### config.mk
export PLATFORM = sky130hd
export DESIGN_NAME = flow_port_arbiter
export DESIGN_NICKNAME = d
export VERILOG_FILES = /design/src/hdl/flow_table_pkg.sv /design/src/hdl/flow_pipe_pkg.sv /design/src/hdl/flow_port_arbiter.sv
export VERILOG_INCLUDE_DIRS = /design/src /design/src/hdl
export SDC_FILE = /design/constraint.sdc
export NUM_CORES = 1
export LEC_CHECK = 0
export BUFFER_PORTS_ARGS = -buffer_cell sky130_fd_sc_hd__buf_2
export CAP_MARGIN = 20
export CORE_AREA = 2 2 290 292
export CTS_CLUSTER_SIZE = 10
export DETAILED_ROUTE_END_ITERATION = 6
export DIE_AREA = 0 0 292 294
export GPL_TIMING_DRIVEN = 0
export MAX_ROUTING_LAYER = met4
export PLACE_DENSITY = 0.34
export RECOVER_POWER = 25
export SLEW_MARGIN = 20
export SYNTH_ARGS = -nofsm -noshare
export SYNTH_HDL_FRONTEND = slang
export SYNTH_SLANG_ARGS = --single-unit
### constraint.sdc
create_clock -name asclk -period 3.5 [get_ports asclk]
set_clock_uncertainty 0.05 [all_clocks]
set_input_delay 0 -clock asclk [delete_from_list [all_inputs] [get_ports asclk]]
set_output_delay 0 -clock asclk [all_outputs]
set_load 0.02 [all_outputs]
### src/hdl/flow_consts.svh
// widths, table depths, port count and pipeline latency
// of the flow-table controller

`ifndef FLOW_CONSTS_SVH
`define FLOW_CONSTS_SVH

// key and action words
`define FLOW_MATCH_W    64
`define FLOW_ACTION_W   32
`define FLOW_PKT_LEN_W  16

// exact table has 2**FLOW_EX_IDX_W entries
`define FLOW_EX_IDX_W   4
`define FLOW_WC_DEPTH   8
`define FLOW_WC_IDX_W   3

// lookup requesters, the host comes on top of these
`define FLOW_N_PORTS    4

`define FLOW_CNT_W      32

// cycles from ack to done
`define FLOW_LATENCY    3

`endif

### src/hdl/flow_table_pkg.sv
// types for flow table contents, per-entry statistics
// and the global lookup counters

`include "flow_consts.svh"

package flow_table_pkg;

   // --------------------
   // table fields
   typedef logic [`FLOW_MATCH_W-1:0]   match_t;
   // zero action means drop
   typedef logic [`FLOW_ACTION_W-1:0]  action_t;
   typedef logic [`FLOW_PKT_LEN_W-1:0] pkt_len_t;
   typedef logic [`FLOW_EX_IDX_W-1:0]  ex_idx_t;
   typedef logic [`FLOW_WC_IDX_W-1:0]  wc_idx_t;
   typedef logic [`FLOW_CNT_W-1:0]     cnt_t;

   // --------------------
   // statistics
   typedef struct packed {
      cnt_t pkt_count;
      cnt_t byte_count;
   } flow_stats_t;

   typedef struct packed {
      cnt_t exact_hit;
      cnt_t exact_miss;
      cnt_t wc_hit;
      cnt_t wc_miss;
   } flow_counters_t;

endpackage

### src/hdl/flow_pipe_pkg.sv
// types for requests, the decode and execute pipeline stages
// and host responses

`include "flow_consts.svh"

package flow_pipe_pkg;

   // ports 0..N-1 look up, N is the host
   typedef logic [$clog2(`FLOW_N_PORTS+1)-1:0] req_id_t;
   typedef logic [$clog2(`FLOW_N_PORTS)-1:0]   port_idx_t;

   localparam req_id_t HOST_REQ_ID = req_id_t'(`FLOW_N_PORTS);

   typedef struct packed {
      flow_table_pkg::match_t   match;
      flow_table_pkg::pkt_len_t pkt_len;
   } lookup_req_t;

   typedef enum logic {
      HOST_READ  = 1'b0,
      HOST_WRITE = 1'b1
   } host_op_t;

   // tbl_sel 0 is exact, 1 is wildcard; mask bit 1 means must equal
   typedef struct packed {
      host_op_t                op;
      logic                    tbl_sel;
      flow_table_pkg::ex_idx_t index;
      flow_table_pkg::match_t  match;
      flow_table_pkg::match_t  mask;
      flow_table_pkg::action_t action;
   } host_req_t;

   typedef struct packed {
      logic        valid;
      req_id_t     req_id;
      lookup_req_t lookup;
      host_req_t   host;
   } decode_stage_t;

   typedef struct packed {
      logic                     valid;
      req_id_t                  req_id;
      flow_table_pkg::pkt_len_t pkt_len;
      logic                     ex_hit;
      flow_table_pkg::ex_idx_t  ex_idx;
      logic                     wc_hit;
      flow_table_pkg::wc_idx_t  wc_idx;
      flow_table_pkg::action_t  ex_action;
      flow_table_pkg::action_t  wc_action;
      // host access fields
      logic                     host_acc;
      host_op_t                 host_op;
      logic                     tbl_sel;
      flow_table_pkg::ex_idx_t  host_idx;
      flow_table_pkg::match_t   rd_match;
      flow_table_pkg::match_t   rd_mask;
      flow_table_pkg::action_t  rd_action;
   } execute_stage_t;

   typedef struct packed {
      flow_table_pkg::match_t      match;
      flow_table_pkg::match_t      mask;
      flow_table_pkg::action_t     action;
      flow_table_pkg::flow_stats_t stats;
   } host_rsp_t;

endpackage

### src/hdl/flow_port_arbiter.sv
// round-robin arbiter over the lookup ports and the host,
// ack pulse and capture of the granted request

`timescale 1ns/1ps
`include "flow_consts.svh"

module flow_port_arbiter (
   input  logic                         asclk,
   input  logic                         aresetn,
   input  logic [`FLOW_N_PORTS-1:0]     lookup_valid,
   input  flow_pipe_pkg::lookup_req_t   lookup_req [`FLOW_N_PORTS],
   input  logic                         host_valid,
   input  flow_pipe_pkg::host_req_t     host_req,
   output logic [`FLOW_N_PORTS-1:0]     lookup_ack,
   output logic                         host_ack,
   output flow_pipe_pkg::decode_stage_t decode_out
);

   localparam int N_REQ = `FLOW_N_PORTS + 1;

   flow_pipe_pkg::req_id_t       rr_ptr;
   flow_pipe_pkg::req_id_t       gnt_id;
   flow_pipe_pkg::req_id_t       gnt_q;
   logic [N_REQ-1:0]             req_vec;
   logic [N_REQ-1:0]             grant;
   logic [N_REQ-1:0]             ack_q;
   flow_pipe_pkg::decode_stage_t decode_next;

   // host is the top requester
   assign req_vec    = {host_valid, lookup_valid};
   assign lookup_ack = ack_q[`FLOW_N_PORTS-1:0];
   assign host_ack   = ack_q[`FLOW_N_PORTS];

   // --------------------
   // rotating pointer, steps every cycle
   always_ff @(posedge asclk) begin
      if (!aresetn) begin
         rr_ptr <= '0;
      end else if (rr_ptr == flow_pipe_pkg::HOST_REQ_ID) begin
         rr_ptr <= '0;
      end else begin
         rr_ptr <= rr_ptr + 1'b1;
      end
   end

   // walk back from the far end so the first requester after the pointer wins
   // a requester acked in this cycle is still holding, skip it
   always_comb begin
      int pos;
      grant  = '0;
      gnt_id = '0;
      for (int k = N_REQ - 1; k >= 0; k--) begin
         pos = int'(rr_ptr) + k;
         if (pos >= N_REQ) begin
            pos = pos - N_REQ;
         end
         if (req_vec[pos] && !ack_q[pos]) begin
            grant      = '0;
            grant[pos] = 1'b1;
            gnt_id     = flow_pipe_pkg::req_id_t'(pos);
         end
      end
   end

   always_ff @(posedge asclk) begin
      if (!aresetn) begin
         ack_q <= '0;
      end else begin
         ack_q <= grant;
      end
   end

   always_ff @(posedge asclk) begin
      gnt_q <= gnt_id;
   end

   // --------------------
   // requester still holds its request in the ack cycle
   always_comb begin
      decode_next.valid  = |ack_q;
      decode_next.req_id = gnt_q;
      decode_next.host   = host_req;
      if (gnt_q == flow_pipe_pkg::HOST_REQ_ID) begin
         decode_next.lookup = '0;
      end else begin
         decode_next.lookup = lookup_req[flow_pipe_pkg::port_idx_t'(gnt_q)];
      end
   end

   always_ff @(posedge asclk) begin
      if (!aresetn) begin
         decode_out.valid <= 1'b0;
      end else begin
         decode_out <= decode_next;
      end
   end

endmodule

Word-level counts from Yosys, hierarchy flattened
Index checks and enable logic that the tools add are counted.
W data, S select, Z words.
- register bits: 261
- latch bits: 0
- bits in writable memories: 0
- ROM bits: 0
- input port bits: 493
- output and inout bits: 255
- word-level logic and storage cells: 118
- memories kept: 0
- add/subtract/negate cells: 10
- multiply operators: 0
- divide/modulo/power cells: 0
- magnitude comparators: 16
- equal/unequal tests: 2
- shift-type cells: 0
- multiplexer cells: 58
- bitwise gates (word level): 2
- reduce and logical (&&, ||, !) cells: 17
- operators by type and width (kind ; number):
    $bmux W80 S2 ; 1
    $ge A32 B1 Y1 const B ; 5
    $lt A32 B5 Y1 const B ; 5
    $mux W32 ; 5
    $mux W80 ; 2
    $bmux W1 S3 ; 10
    $mux W1 ; 25
    $mux W5 ; 5
    $sub A4 B3 Y5 const B ; 4
    $ge A4 B3 Y1 const B ; 4
    $demux W1 S3 ; 5
    $mux W3 ; 5
    $logic_and A1 B1 Y1 ; 10
    $add A3 B2 Y4 const B ; 2
    $eq A3 B3 Y1 const B ; 2
    $ge A3 B3 Y1 const B ; 2
    $logic_not A1 Y1 ; 5
    $reduce_or A5 Y1 ; 1
    $add A3 B1 Y4 const B ; 1
    $add A3 B3 Y4 const B ; 1
    $sub A3 B3 Y4 const B ; 1
    $add A3 B1 Y3 const B ; 1
    $not A2 Y3 ; 1
    $reduce_or A2 Y1 ; 1
    $not A1 Y1 ; 1

Longest topological paths before layout
- depth in word-level cells: 13
- depth in mapped cells: 15
- gate-level depth less buffers: 12

Worst setup path after synthesis
Ideal clock, no wire load.
- path kind: reg-to-reg
- start point: reg rr_ptr[0]
- end point: reg ack_q[0]
- setup time: 0.134 ns
- data arrival time: 3.147 ns
- required time: 3.316 ns
- slack: 0.169 ns
- stages on the path, launching flop included: 15
- path buffers: 3
- period minus slack after synthesis: 3.331 ns
- path through: dfxtp_1 -> buf_4 -> inv_1 -> buf_4 -> ha_1 -> ha_1 -> clkbuf_1 -> nor2b_1 -> a31oi_1 -> o32a_1 -> o22ai_2 -> or4_1 -> o21ai_0 -> and3_1 -> or4_1
- cells in the longest elaborated chain, start to end: 13
- elaborated cells between the ends (all ways): 89
- those cells by class: add/sub (9); order compare (15); mux (50); reduce/logical (15)
- ends and longest elaborated chain (element ; RTL line ; source):
    start, declared ; flow_port_arbiter.sv:21 ; flow_pipe_pkg::req_id_t rr_ptr;
    start signal, assigned ; flow_port_arbiter.sv:42 ; rr_ptr <= rr_ptr + 1'b1;
    parallel branches: the longest is 12 deep, another holds $ge A32 B1 Y1 ; n/a ;
    $mux W5 * ; flow_port_arbiter.sv:57 ; if (req_vec[pos] && !ack_q[pos]) begin
    end signal, assigned ; flow_port_arbiter.sv:69 ; ack_q <= grant;
    end, declared ; flow_port_arbiter.sv:26 ; logic [N_REQ-1:0] ack_q;
Every way passes the cells marked *. The select of a mux whose other input is x is not followed.
A chain may end at the register's enable or synchronous reset.

Final worst setup path
- start point: reg rr_ptr[0]
- end point: reg ack_q[2]
The elaborated chain is that of the path after synthesis.

==> impl_metrics.ini <==
[timing]
hold_slack_ns = 0.0198
max_freq_mhz = 296
fin_setup_tns_ns = 0
tightestPinTransition_ns = 1.03
setup_viol = 0
hold_viol_final = 0
slew_violations = 0
slew_headroom = 0.315
rsz0062_at_grt = yes
fin_crit_sh = 0.966
fin_crit_ns = 3.38

[floorplanning]
rows = 106
core_area_um2 = 82900
fp.dieW_um = 292
io-pin-count = 748
die_y_um = 294
start_util = 0.141
dieArea_um2 = 85800

[logic_synthesis]
synth-edff-count = 249
synth_most_common_cell = edfxtp_1
syn_area_per_cell_um2 = 14.1
yosys_warnings = 0
syn_nets = 1334
async_flop_share = 0
yosys.area.top_type = edfxtp_1
ys_top_cells_by_count = edfxtp_1 (249), a21oi_1 (100), mux2i_1 (90), a221oi_1 (81), clkbuf_1 (45)
synthCells = 828
ys_top_cells_by_area = edfxtp_1 (64%), mux2i_1 (7.7%), a221oi_1 (6.1%)
ys_types = 72
synth_top_area_share = 0.639
synth_seq_area_share = 0.660
synth_ff_type = edfxtp_1
ys_ff_latch = 261
synth_area_um2 = 11700

[worst_hold_path]
min_path_type = in2reg
hold_end = decode_out[167]
hold_depth = 3
min-delay-start = lookup_req[161]

[final_layout]
fin_area_um2 = 22700
drive_gt1_frac = 0.408
final-seq-area_um2 = 7730
nFillCells = 8735
multi_input_area_um2 = 3780
fin_nets = 2587
syn2layout_area_growth_pct = 94.3

[placed_design]
dp_hpwl_um = 58700
numPortBuffers = 747
postPlaceCellArea_um2 = 16900
routabilityCongestion = 0.919

[global_routing]
first_global_vias = 13500
grt_usage = 0.165
grt_overflow_total = 0
antenna_found_initial = 38
grt_max_degree = 92
grt_pass1_wl_um = 97800

[setup_path]
arrival_ns = 3.74
start_kind = flip-flop
crit_path_end_kind = flip-flop
r2r_start = rr_ptr[0]
reg2reg_to = ack_q[2]
reg2reg_depth = 15
cp_max_fo = 10
critPathRequiredTime_ns = 3.85
worstSetupPathType = reg2reg
ff2ff_setup_slack_ns = 0.12

[cts]
cts-root-buf = clkbuf_16
clkTransAtPathRegs_ns = 0.05
cts.path.max_buffers = 3
cts-buffers-inserted = 36
clk_latency_ns = 0.55
cts_tree = done
clkSinkCount = 261
htreeDepth = 2

[power]
irDropWorstVdd_mv = 0.275
p_leak_nw = 9.52
power.density_nw_per_um2 = 638

[drt]
wl_per_cell_um = 22.7
initialDrtViolationCount = 720
vias = 12900
vias_per_cell = 4.06
drtPass1Iterations = 7
drcViolationCount = 0
ant_nets = 0
wl_um = 72500

[job]
max-cap-violations = 0

[outcome]
status = completed
-- power breakdown --
part	internal, mW	total, mW	switching [mW]	leakage, nW
sequential	4.19	4.42	0.229	2.53
clock	2.03	3.47	1.44	0.520
combinational	2.87	6.61	3.73	6.47
total	9.10	14.5	5.40	9.52
-- worst max path at each step --
stage               from        to  slack (ns)
2_1_floorplan  rr_ptr[0]  ack_q[0]        0.17
3_3_place_gp     aresetn  ack_q[1]       -2.45
3_5_place_dp   rr_ptr[1]  ack_q[0]       -0.69
4_1_cts        rr_ptr[2]  ack_q[2]       0.004
5_1_grt        rr_ptr[0]  ack_q[2]       -0.02
6_report       rr_ptr[0]  ack_q[2]        0.12
-- logic make-up after synthesis --
family | Yosys count | synth area share
compound gates | 262 | 0.161
flops | 261 | 0.660
simple gates | 120 | 0.0545
mux | 91 | 0.0780
buf+inv | 75 | 0.0276
fa+ha+maj | 13 | 0.0145
xor+xnor | 6 | 0.00513
-- layout by cell type (no fill, tap or decap), drive strengths merged, types with 3 or more instances in the layout --
cell           n
buf          774
dlygate4sd3  446
edfxtp       249
clkbuf       103
a21oi        102
mux2i         90
a221oi        81
nor2          26
nand2         22
o21ai         19
diode         15
ha            12
dfxtp         12
nand2b        10
nor3          10
inv           10
clkinv         9
nand3          7
nand3b         7
nor4           7
or3            6
and3           5
nor2b          5
xor2           4
a32oi          4
a31oi          4
o22ai          4
o21a           3
o31ai          3
or4            3
a211oi         3
o311ai         3
o21bai         3
-- timing repair --
action,CTS,global route
buffers inserted,15,7
pin swaps,4,6
setup endpoints to repair,9,68
hold buffers,446,0
hold endpoints to repair,332,0
gates resized for setup,33,19
-- worst max-delay path, stage by stage, from the launching register on --
cell and delay, ns:
dfxtp_4 0.37, buf_6 0.15, inv_2 0.07, buf_6 0.14
ha_1 0.32, buf_6 0.16, nor2b_2 0.17, o311ai_4 0.32
buf_6 0.17, or2_2 0.12, o32ai_2 0.09, buf_4 0.17
nor3_2 0.16, nor3_1 0.08, o211a_1 0.20, or4_1 0.49
-- metal layers --
layer | part of all wire | GRT usage | vias to the layer above
met3 | 0.090 | 0.0570 | 135
li1 | - | - | 5912
met1 | 0.36 | 0.171 | 6249
met5 | 0 | - | -
met4 | 0.029 | 0.0445 | 0
met2 | 0.52 | 0.295 | 652
-- registers in the layout, indices dropped and copies added, names as in the netlist --
signal and flops:
ack_q 5, gnt_q 3, rr_ptr 3, decode_out 250
-- layout make-up --
| type | count | area share |
|---|---|---|
| Clock buffer | 43 | 0.0412 |
| Inverter | 10 | 0.00182 |
| Buffer | 62 | 0.0134 |
| Antenna cell | 15 | 0.00165 |
| Clock inverter | 12 | 0.00528 |
| Tap cell | 1080 | 0.0594 |
| Timing Repair Buffer | 1218 | 0.371 |
| Multi-Input combinational cell | 492 | 0.166 |
| Sequential cell | 261 | 0.340 |
-- metrics by stage --
stage                     setup slack, ns   util  power, mW  instances
final                               0.118  0.274       14.5       3193
after global routing              -0.0201  0.274       15.3       3192
after CTS                         0.00354  0.273       14.7       3174
after detailed placement           -0.689  0.204       9.60       2658
after global placement              -2.45  0.203       9.60       2655
after floorplan                     0.169      -       7.20        828
Power figures use the tool's default switching activity.
