File: src/hdl/flow_consts.svh
// widths, table depths, port count and pipeline latency
// of the flow-table controller

`ifndef FLOW_CONSTS_SVH
`define FLOW_CONSTS_SVH

// key and action words
`define FLOW_MATCH_W    64
`define FLOW_ACTION_W   32
`define FLOW_PKT_LEN_W  16

// exact table has 2**FLOW_EX_IDX_W entries
`define FLOW_EX_IDX_W   4
`define FLOW_WC_DEPTH   8
`define FLOW_WC_IDX_W   3

// lookup requesters, the host comes on top of these
`define FLOW_N_PORTS    4

`define FLOW_CNT_W      32

// cycles from ack to done
`define FLOW_LATENCY    3

`endif

File: src/hdl/flow_table_pkg.sv
// types for flow table contents, per-entry statistics
// and the global lookup counters

`include "flow_consts.svh"

package flow_table_pkg;

   // --------------------
   // table fields
   typedef logic [`FLOW_MATCH_W-1:0]   match_t;
   // zero action means drop
   typedef logic [`FLOW_ACTION_W-1:0]  action_t;
   typedef logic [`FLOW_PKT_LEN_W-1:0] pkt_len_t;
   typedef logic [`FLOW_EX_IDX_W-1:0]  ex_idx_t;
   typedef logic [`FLOW_WC_IDX_W-1:0]  wc_idx_t;
   typedef logic [`FLOW_CNT_W-1:0]     cnt_t;

   // --------------------
   // statistics
   typedef struct packed {
      cnt_t pkt_count;
      cnt_t byte_count;
   } flow_stats_t;

   typedef struct packed {
      cnt_t exact_hit;
      cnt_t exact_miss;
      cnt_t wc_hit;
      cnt_t wc_miss;
   } flow_counters_t;

endpackage

File: src/hdl/flow_pipe_pkg.sv
// types for requests, the decode and execute pipeline stages
// and host responses

`include "flow_consts.svh"

package flow_pipe_pkg;

   // ports 0..N-1 look up, N is the host
   typedef logic [$clog2(`FLOW_N_PORTS+1)-1:0] req_id_t;
   typedef logic [$clog2(`FLOW_N_PORTS)-1:0]   port_idx_t;

   localparam req_id_t HOST_REQ_ID = req_id_t'(`FLOW_N_PORTS);

   typedef struct packed {
      flow_table_pkg::match_t   match;
      flow_table_pkg::pkt_len_t pkt_len;
   } lookup_req_t;

   typedef enum logic {
      HOST_READ  = 1'b0,
      HOST_WRITE = 1'b1
   } host_op_t;

   // tbl_sel 0 is exact, 1 is wildcard; mask bit 1 means must equal
   typedef struct packed {
      host_op_t                op;
      logic                    tbl_sel;
      flow_table_pkg::ex_idx_t index;
      flow_table_pkg::match_t  match;
      flow_table_pkg::match_t  mask;
      flow_table_pkg::action_t action;
   } host_req_t;

   typedef struct packed {
      logic        valid;
      req_id_t     req_id;
      lookup_req_t lookup;
      host_req_t   host;
   } decode_stage_t;

   typedef struct packed {
      logic                     valid;
      req_id_t                  req_id;
      flow_table_pkg::pkt_len_t pkt_len;
      logic                     ex_hit;
      flow_table_pkg::ex_idx_t  ex_idx;
      logic                     wc_hit;
      flow_table_pkg::wc_idx_t  wc_idx;
      flow_table_pkg::action_t  ex_action;
      flow_table_pkg::action_t  wc_action;
      // host access fields
      logic                     host_acc;
      host_op_t                 host_op;
      logic                     tbl_sel;
      flow_table_pkg::ex_idx_t  host_idx;
      flow_table_pkg::match_t   rd_match;
      flow_table_pkg::match_t   rd_mask;
      flow_table_pkg::action_t  rd_action;
   } execute_stage_t;

   typedef struct packed {
      flow_table_pkg::match_t      match;
      flow_table_pkg::match_t      mask;
      flow_table_pkg::action_t     action;
      flow_table_pkg::flow_stats_t stats;
   } host_rsp_t;

endpackage

File: src/hdl/flow_action_stats.sv
// action choice, per-entry statistics, hit/miss and drop counters,
// lookup done pulses and host responses

`timescale 1ns/1ps
`include "flow_consts.svh"

module flow_action_stats (
   input  logic                            asclk,
   input  logic                            aresetn,
   input  flow_pipe_pkg::execute_stage_t   exec_in,
   output logic [`FLOW_N_PORTS-1:0]        lookup_done,
   output flow_table_pkg::action_t         action_out,
   output logic                            host_done,
   output flow_pipe_pkg::host_rsp_t        host_rsp,
   output flow_table_pkg::flow_counters_t  counters,
   output flow_table_pkg::cnt_t            drop_count [`FLOW_N_PORTS]
);

   localparam int EX_DEPTH = 1 << `FLOW_EX_IDX_W;

   flow_table_pkg::flow_stats_t ex_stats [EX_DEPTH];
   flow_table_pkg::flow_stats_t wc_stats [`FLOW_WC_DEPTH];
   flow_table_pkg::wc_idx_t     host_wc_idx;
   flow_pipe_pkg::port_idx_t    port;
   logic                        is_lookup;
   logic                        is_host;
   logic                        host_wr;

   assign is_lookup   = exec_in.valid && !exec_in.host_acc;
   assign is_host     = exec_in.valid && exec_in.host_acc;
   assign host_wr     = is_host && (exec_in.host_op == flow_pipe_pkg::HOST_WRITE);
   assign host_wc_idx = exec_in.host_idx[`FLOW_WC_IDX_W-1:0];
   assign port        = flow_pipe_pkg::port_idx_t'(exec_in.req_id);

   function automatic flow_table_pkg::flow_stats_t stats_add(
      input flow_table_pkg::flow_stats_t cur,
      input flow_table_pkg::pkt_len_t    len
   );
      flow_table_pkg::flow_stats_t nxt;
      nxt.pkt_count  = cur.pkt_count + 1'b1;
      nxt.byte_count = cur.byte_count + flow_table_pkg::cnt_t'(len);
      return nxt;
   endfunction

   // --------------------
   // exact first, then wildcard, else drop
   always_ff @(posedge asclk) begin
      if (exec_in.ex_hit) begin
         action_out <= exec_in.ex_action;
      end else if (exec_in.wc_hit) begin
         action_out <= exec_in.wc_action;
      end else begin
         action_out <= '0;
      end
   end

   always_ff @(posedge asclk) begin
      if (!aresetn) begin
         lookup_done <= '0;
         host_done   <= 1'b0;
      end else begin
         lookup_done <= '0;
         if (is_lookup) begin
            lookup_done[port] <= 1'b1;
         end
         host_done <= is_host;
      end
   end

   // --------------------
   // per-entry statistics, read and written back in one cycle
   always_ff @(posedge asclk) begin
      if (!aresetn) begin
         for (int i = 0; i < EX_DEPTH; i++) begin
            ex_stats[i] <= '0;
         end
         for (int i = 0; i < `FLOW_WC_DEPTH; i++) begin
            wc_stats[i] <= '0;
         end
      end else if (host_wr) begin
         if (exec_in.tbl_sel) begin
            wc_stats[host_wc_idx] <= '0;
         end else begin
            ex_stats[exec_in.host_idx] <= '0;
         end
      end else if (is_lookup && exec_in.ex_hit) begin
         ex_stats[exec_in.ex_idx] <= stats_add(ex_stats[exec_in.ex_idx], exec_in.pkt_len);
      end else if (is_lookup && exec_in.wc_hit) begin
         wc_stats[exec_in.wc_idx] <= stats_add(wc_stats[exec_in.wc_idx], exec_in.pkt_len);
      end
   end

   // global counters
   always_ff @(posedge asclk) begin
      if (!aresetn) begin
         counters <= '0;
         for (int p = 0; p < `FLOW_N_PORTS; p++) begin
            drop_count[p] <= '0;
         end
      end else if (is_lookup) begin
         if (exec_in.ex_hit) begin
            counters.exact_hit <= counters.exact_hit + 1'b1;
         end else begin
            counters.exact_miss <= counters.exact_miss + 1'b1;
         end
         if (exec_in.wc_hit) begin
            counters.wc_hit <= counters.wc_hit + 1'b1;
         end else begin
            counters.wc_miss <= counters.wc_miss + 1'b1;
         end
         if (!exec_in.ex_hit && !exec_in.wc_hit) begin
            drop_count[port] <= drop_count[port] + 1'b1;
         end
      end
   end

   // --------------------
   // host response, a write reports cleared stats
   always_ff @(posedge asclk) begin
      if (is_host) begin
         host_rsp.match  <= exec_in.rd_match;
         host_rsp.mask   <= exec_in.rd_mask;
         host_rsp.action <= exec_in.rd_action;
         if (exec_in.host_op == flow_pipe_pkg::HOST_WRITE) begin
            host_rsp.stats <= '0;
         end else if (exec_in.tbl_sel) begin
            host_rsp.stats <= wc_stats[host_wc_idx];
         end else begin
            host_rsp.stats <= ex_stats[exec_in.host_idx];
         end
      end
   end

endmodule

File: config.mk
export PLATFORM = sky130hd
export DESIGN_NAME = flow_action_stats
export DESIGN_NICKNAME = d
export VERILOG_FILES = /design/src/hdl/flow_table_pkg.sv /design/src/hdl/flow_pipe_pkg.sv /design/src/hdl/flow_action_stats.sv
export VERILOG_INCLUDE_DIRS = /design/src /design/src/hdl
export SDC_FILE = /design/constraint.sdc
export NUM_CORES = 2
export LEC_CHECK = 0
export ABC_AREA = 0
export ABC_CLOCK_PERIOD_IN_PS = 7100
export BUFFER_PORTS_ARGS = -buffer_cell sky130_fd_sc_hd__clkbuf_2
export CORE_ASPECT_RATIO = 0.5
export CORE_MARGIN = 4
export CORE_UTILIZATION = 50
export CTS_CLUSTER_DIAMETER = 100
export DETAILED_ROUTE_END_ITERATION = 10
export PLACE_DENSITY = 0.68
export REMOVE_ABC_BUFFERS = 1
export SETUP_SLACK_MARGIN = 0.3
export SKIP_LAST_GASP = 1
export SYNTH_ARGS = -nofsm -noshare
export SYNTH_HDL_FRONTEND = slang
export SYNTH_SLANG_ARGS = --single-unit
File: constraint.sdc
create_clock -name asclk -period 7.1 [get_ports asclk]
set_input_delay 0.71 -clock asclk [delete_from_list [all_inputs] [get_ports asclk]]
set_output_delay 0.71 -clock asclk [all_outputs]
set_load 0.02 [all_outputs]
Word-level counts from Yosys, hierarchy flattened

Memory sizes are Yosys's and may differ from the RTL's.
Cells that the tools add are included.

Register bits after elaboration: 517
Memory bits (writable): 1,536
Bits of input ports: 262
Output and inout bits: 517
Memories kept: 2

Add/sub/neg operators: 9
$lt $le $gt $ge: 4
Muxes and demuxes: 41
Bitwise operators: 3
Reductions and logical operators: 21

Memories:

| name     | depth | bits a word | rd ports | clocked after memory_dff | write ports | line                    | RTL |
|---|---|---|---|---|---|---|---|
| ex_stats | 16    | 64          | 2        | 0                        | 16          | flow_action_stats.sv:21 | `flow_table_pkg::flow_stats_t ex_stats [EX_DEPTH];` |
| wc_stats | 8     | 64          | 2        | 0                        | 8           | flow_action_stats.sv:22 | `` flow_table_pkg::flow_stats_t wc_stats [`FLOW_WC_DEPTH]; `` |

Operator list:

| kind                    | number |
|---|---|
| $mux W64                | 5 |
| $reduce_or A64 Y1       | 4 |
| $add A32 B1 Y32 const B | 7 |
| $mux W32                | 5 |
| $bwmux W128             | 1 |
| $add A32 B16 Y32        | 2 |
| $bmux W32 S2            | 1 |
| $demux W32 S2           | 1 |
| $mux W1                 | 23 |
| $reduce_and A2 Y1       | 6 |
| $logic_and A1 B1 Y1     | 8 |
| $mux W4                 | 2 |
| $mux W3                 | 2 |
| $ge A3 B3 Y1 const B    | 1 |
| $logic_not A1 Y1        | 3 |
| $lt A2 B3 Y1 const B    | 1 |
| $lt A3 B1 Y1 const B    | 1 |
| $not A2 Y3              | 1 |
| $demux W1 S2            | 1 |
| $ge A2 B1 Y1 const B    | 1 |
| $not A1 Y1              | 2 |

Depth between registers and ports, before layout

Depth in word-level cells: 10
Depth in mapped cells: 26
Gate-level depth less buffers: 13

Worst setup path before layout

Ideal clock, no wire load.

Kind: input to register
Start point: input port exec_in[166] (netlist bit)
End point: register host_rsp[0] (netlist bit), enable pin
Arrival: 5.783 ns
Required time: 6.489 ns
Setup slack: 0.706 ns
Stages: 1
Path buffers: 0
Cell sequence: and2_1

Longest elaborated chain between the ends: 1

Ends and longest elaborated chain:

| element             | line                    | RTL |
|---|---|---|
| start, declared     | flow_action_stats.sv:10 | `input flow_pipe_pkg::execute_stage_t exec_in,` |
| $logic_and A1 B1 Y1 | flow_action_stats.sv:30 | `assign is_host = exec_in.valid && exec_in.host_acc;` |
| end, declared       | flow_action_stats.sv:14 | `output flow_pipe_pkg::host_rsp_t host_rsp,` |

No other way between the ends.
A chain may end at the register's enable or synchronous reset.

==> metrics.md <==
| Metric | Value |
|---|---|
| Hold Vio Cnt, Final | `0` |
| Leading cell type in the layout, fill and taps excluded | `edfxtp_1` |
| CTS tree | `done` |
| Routed Antenna Nets | `0` |
| Net Sw Power | `6.87 mW` |
| H-tree Lvls | `4` |
| Clock Skew | `0.0716 ns` |
| First-pass GRT wire length | `451 mm` |
| Crit path kind | `in2reg` |
| Die Width | `643 um` |
| Pre-antenna DRT Iters | `6` |
| Critical-path top delay cell | `xnor2_1` |
| Post-route core utilization | `56.8%` |
| Rows | `116` |
| Initial core utilization | `50.3%` |
| Clk_lat worst skew | `0.88 ns` |
| Dpl hpwl | `183 mm` |
| Core ar. | `0.200 mm^2` |
| Worst setup SP type | `input pin` |
| Sw frac | `25.4%` |
| Sequential-to-total area share from yosys stat | `58.3%` |
| Total GRT Usage | `29.1%` |
| Post-synthesis compound-gate area fraction | `4.44%` |
| Routed vias | `67.4k` |
| Max IR drop VDD | `180 uV` |
| IO Count | `779` |
| Fmax achieved | `190 MHz` |
| Gpl congestion | `0.889` |
| Gate power share | `11.7%` |
| P per Cell Area | `237 mW/mm^2` |
| Hold_buf cts | `74` |
| Synth Flop Type | `edfxtp_1` |
| Pint | `20.1 mW` |
| Outcome | `finished, final reports clean` |
| Total power | `27.0 mW` |
| Yosys reg bits | `2053` |
| Die height | `325 um` |
| Crit. End Element | `flop` |
| Final setup margin | `1.83 ns` |
| Clock Power Share | `37.6%` |
| Total CTS buffers | `193` |
| Yosys Warn Count | `0` |
| Fin nets | `7957` |
| Worst slew pin tran | `1.33 ns` |
| Relative slew slack | `10.4%` |
| Deepest clock path buffer count | `4` |
| Slew Viols, Final | `0` |
| Min Hold Slack | `0.0529 ns` |
| Synthesized instance count | `7009` |
| Vias in the first global route | `66.1k` |
| Remaining global-route overflow | `0` |
| Post-Synth Adder-Cell Area | `0.524%` |
| Crit path arrival time | `5.81 ns` |
| Port bufs | `777` |
| Critical Path Max Stage Delay | `1.05 ns` |
| Largest family of logic cells by synthesized area | `multiplexers` |
| Minimum clock period after layout | `5.27 ns` |
| Starting DRT DRC Count | `9617` |
| Mux share of post-synthesis cell area | `21.6%` |
| WL final | `312 mm` |
| Simple-gate share of the synthesized area | `10.2%` |
| Synth Cell Area | `0.101 mm^2` |
| Final setup TNS | `0 ns` |
| Mean post-synth cell area | `14.4 um^2` |
| Worst hold path type | `in2reg` |
| RSZ-0062 raised after global routing | `no` |
| Dpl ws | `1.08 ns` |
| CTS-repair resized insts | `0` |
| WP data required | `7.64 ns` |
| Drt via density | `6.44` |
| Drt wl/cell | `29.9 um` |
| Clock sink count | `2053` |
| Pin count of the biggest net entering global routing | `141` |
| Seq pwr share | `50.7%` |
| Final Setup Violations | `0` |
| Asr flop ratio synth | `0%` |
| Most frequent cells in the layout | `edfxtp_1, nor2_1, mux4_2` |
| Pleak | `41.6 nW` |
| Final period util | `74.2%` |
| Number of buffers added for setup after CTS | `0` |
| Post-synth EDFFs | `1760` |
| Die ar. | `0.209 mm^2` |
| Total of max-cap violations | `0` |
| Area Growth Syn to Fin | `12.9%` |
| Critical-path cell list | `buf_8 > mux4_2 > mux4_2 > ha_1 > inv_1 > fa_1 > nand2b_1 > a21oi_1 > o21ai_0 > a21oi_1 > o211ai_2 > nor2_1 > xnor2_1 > nor2_1` |
| Netlist cell types | `94` |
| Initial antenna violation count | `9` |
| Root Buffer | `clkbuf_16` |
| XOR/XNOR Fraction of Synth Area | `2.09%` |
| Share of post-route cells with drive strength above 1 | `27.9%` |
| Worst-path clk slew | `0.07 ns` |
| CP Max Fanout | `50` |
| Remaining DRCs | `0` |
worst max-delay path: cells and delay by family:
kind | cells | cell delay, ns
buf+inv | 2 | 0.52
simple gates | 3 | 0.40
xor+xnor | 1 | 1.05
compound gates | 4 | 1.54
mux | 2 | 1.09
fa+ha+maj | 2 | 0.42
power by group through the flow:
stage / logic, mW / registers, mW / clock network [mW]
finish: 3.15 / 13.7 / 10.2
global route: 3.29 / 13.7 / 10.8
CTS: 3.10 / 13.7 / 10.3
detailed placement: 3.06 / 13.9 / 0
global placement: 3.03 / 13.9 / 0
floorplan: 1.56 / 14.0 / 0
worst paths after layout:
path                                 startpoint         endpoint  slack [ns]  depth (start not counted)
worst min register to register     counters[31]     counters[31]        0.51                          2
worst max-delay path               exec_in[235]  ex_stats[4][24]        1.83                         14
worst min-delay path                exec_in[83]    host_rsp[147]        0.05                          1
worst max register to register  ex_stats[15][0]  ex_stats[4][24]        1.93                         13
metal layers:
| layer | GRT usage, % | vias up | wire [um] |
|---|---|---|---|
| met5 | 0.725 | - | 230 |
| met4 | 9.55 | 4 | 11100 |
| met3 | 7.99 | 777 | 40700 |
| met2 | 45.6 | 4412 | 145000 |
| met1 | 39.7 | 34100 | 116000 |
| li1 | - | 28100 | - |
kinds of logic (layout without fill, tap and decap cells):
logic type / count (synthesis) / count (layout)
buf+inv: 611 / 1400
other cells: 0 / 5
simple gates: 2361 / 2361
flops: 2053 / 2053
fa+ha+maj: 41 / 41
xor+xnor: 234 / 234
mux: 1075 / 1075
compound gates: 634 / 634
metrics by stage:
| step | instances | cell area [um^2] |
|---|---|---|
| after CTS | 10500 | 114000 |
| after detailed placement | 10000 | 107000 |
| after global placement | 10000 | 107000 |
| after floorplan | 6433 | 98000 |
| after global routing | 10500 | 114000 |
| final | 10500 | 114000 |
synth_stat cells (all sizes together) (33+ instances only):
cell    count  area share [%]
dfxtp     293             5.8
o211a      76            0.75
a211oi     81            0.61
a221oi     39            0.36
inv        35            0.13
mux4      857              19
and2      118            0.73
nor2     1545             5.8
nor2b      33            0.20
buf       188             1.3
nand2     284             1.1
clkbuf    388             1.5
nand4      34            0.24
o21ai     108            0.55
nand3     105            0.56
xnor2     159             1.4
edfxtp   1760              52
ha         39            0.48
xor2       75            0.66
a22o       36            0.31
a21oi     188            0.99
nor3       66            0.35
mux2i     195             1.9
sequential cells by signal, indices dropped and copies added (netlist names):
register / cells
counters: 128
ex_stats: 1024
drop_count: 128
host_done: 1
lookup_done: 4
wc_stats: 512
action_out: 32
host_rsp: 224
cell type report:
class | instances | area, um^2
Inverter | 35 | 131
Fill cell | 15900 | 86500
Multi-Input combinational cell | 4345 | 39600
Tap cell | 2655 | 3320
Sequential cell | 2053 | 58700
Clock buffer | 243 | 5140
Antenna cell | 5 | 12.5
Clock inverter | 96 | 736
Timing Repair Buffer | 1026 | 6170
Note: power is estimated with default switching activity, not from simulation.
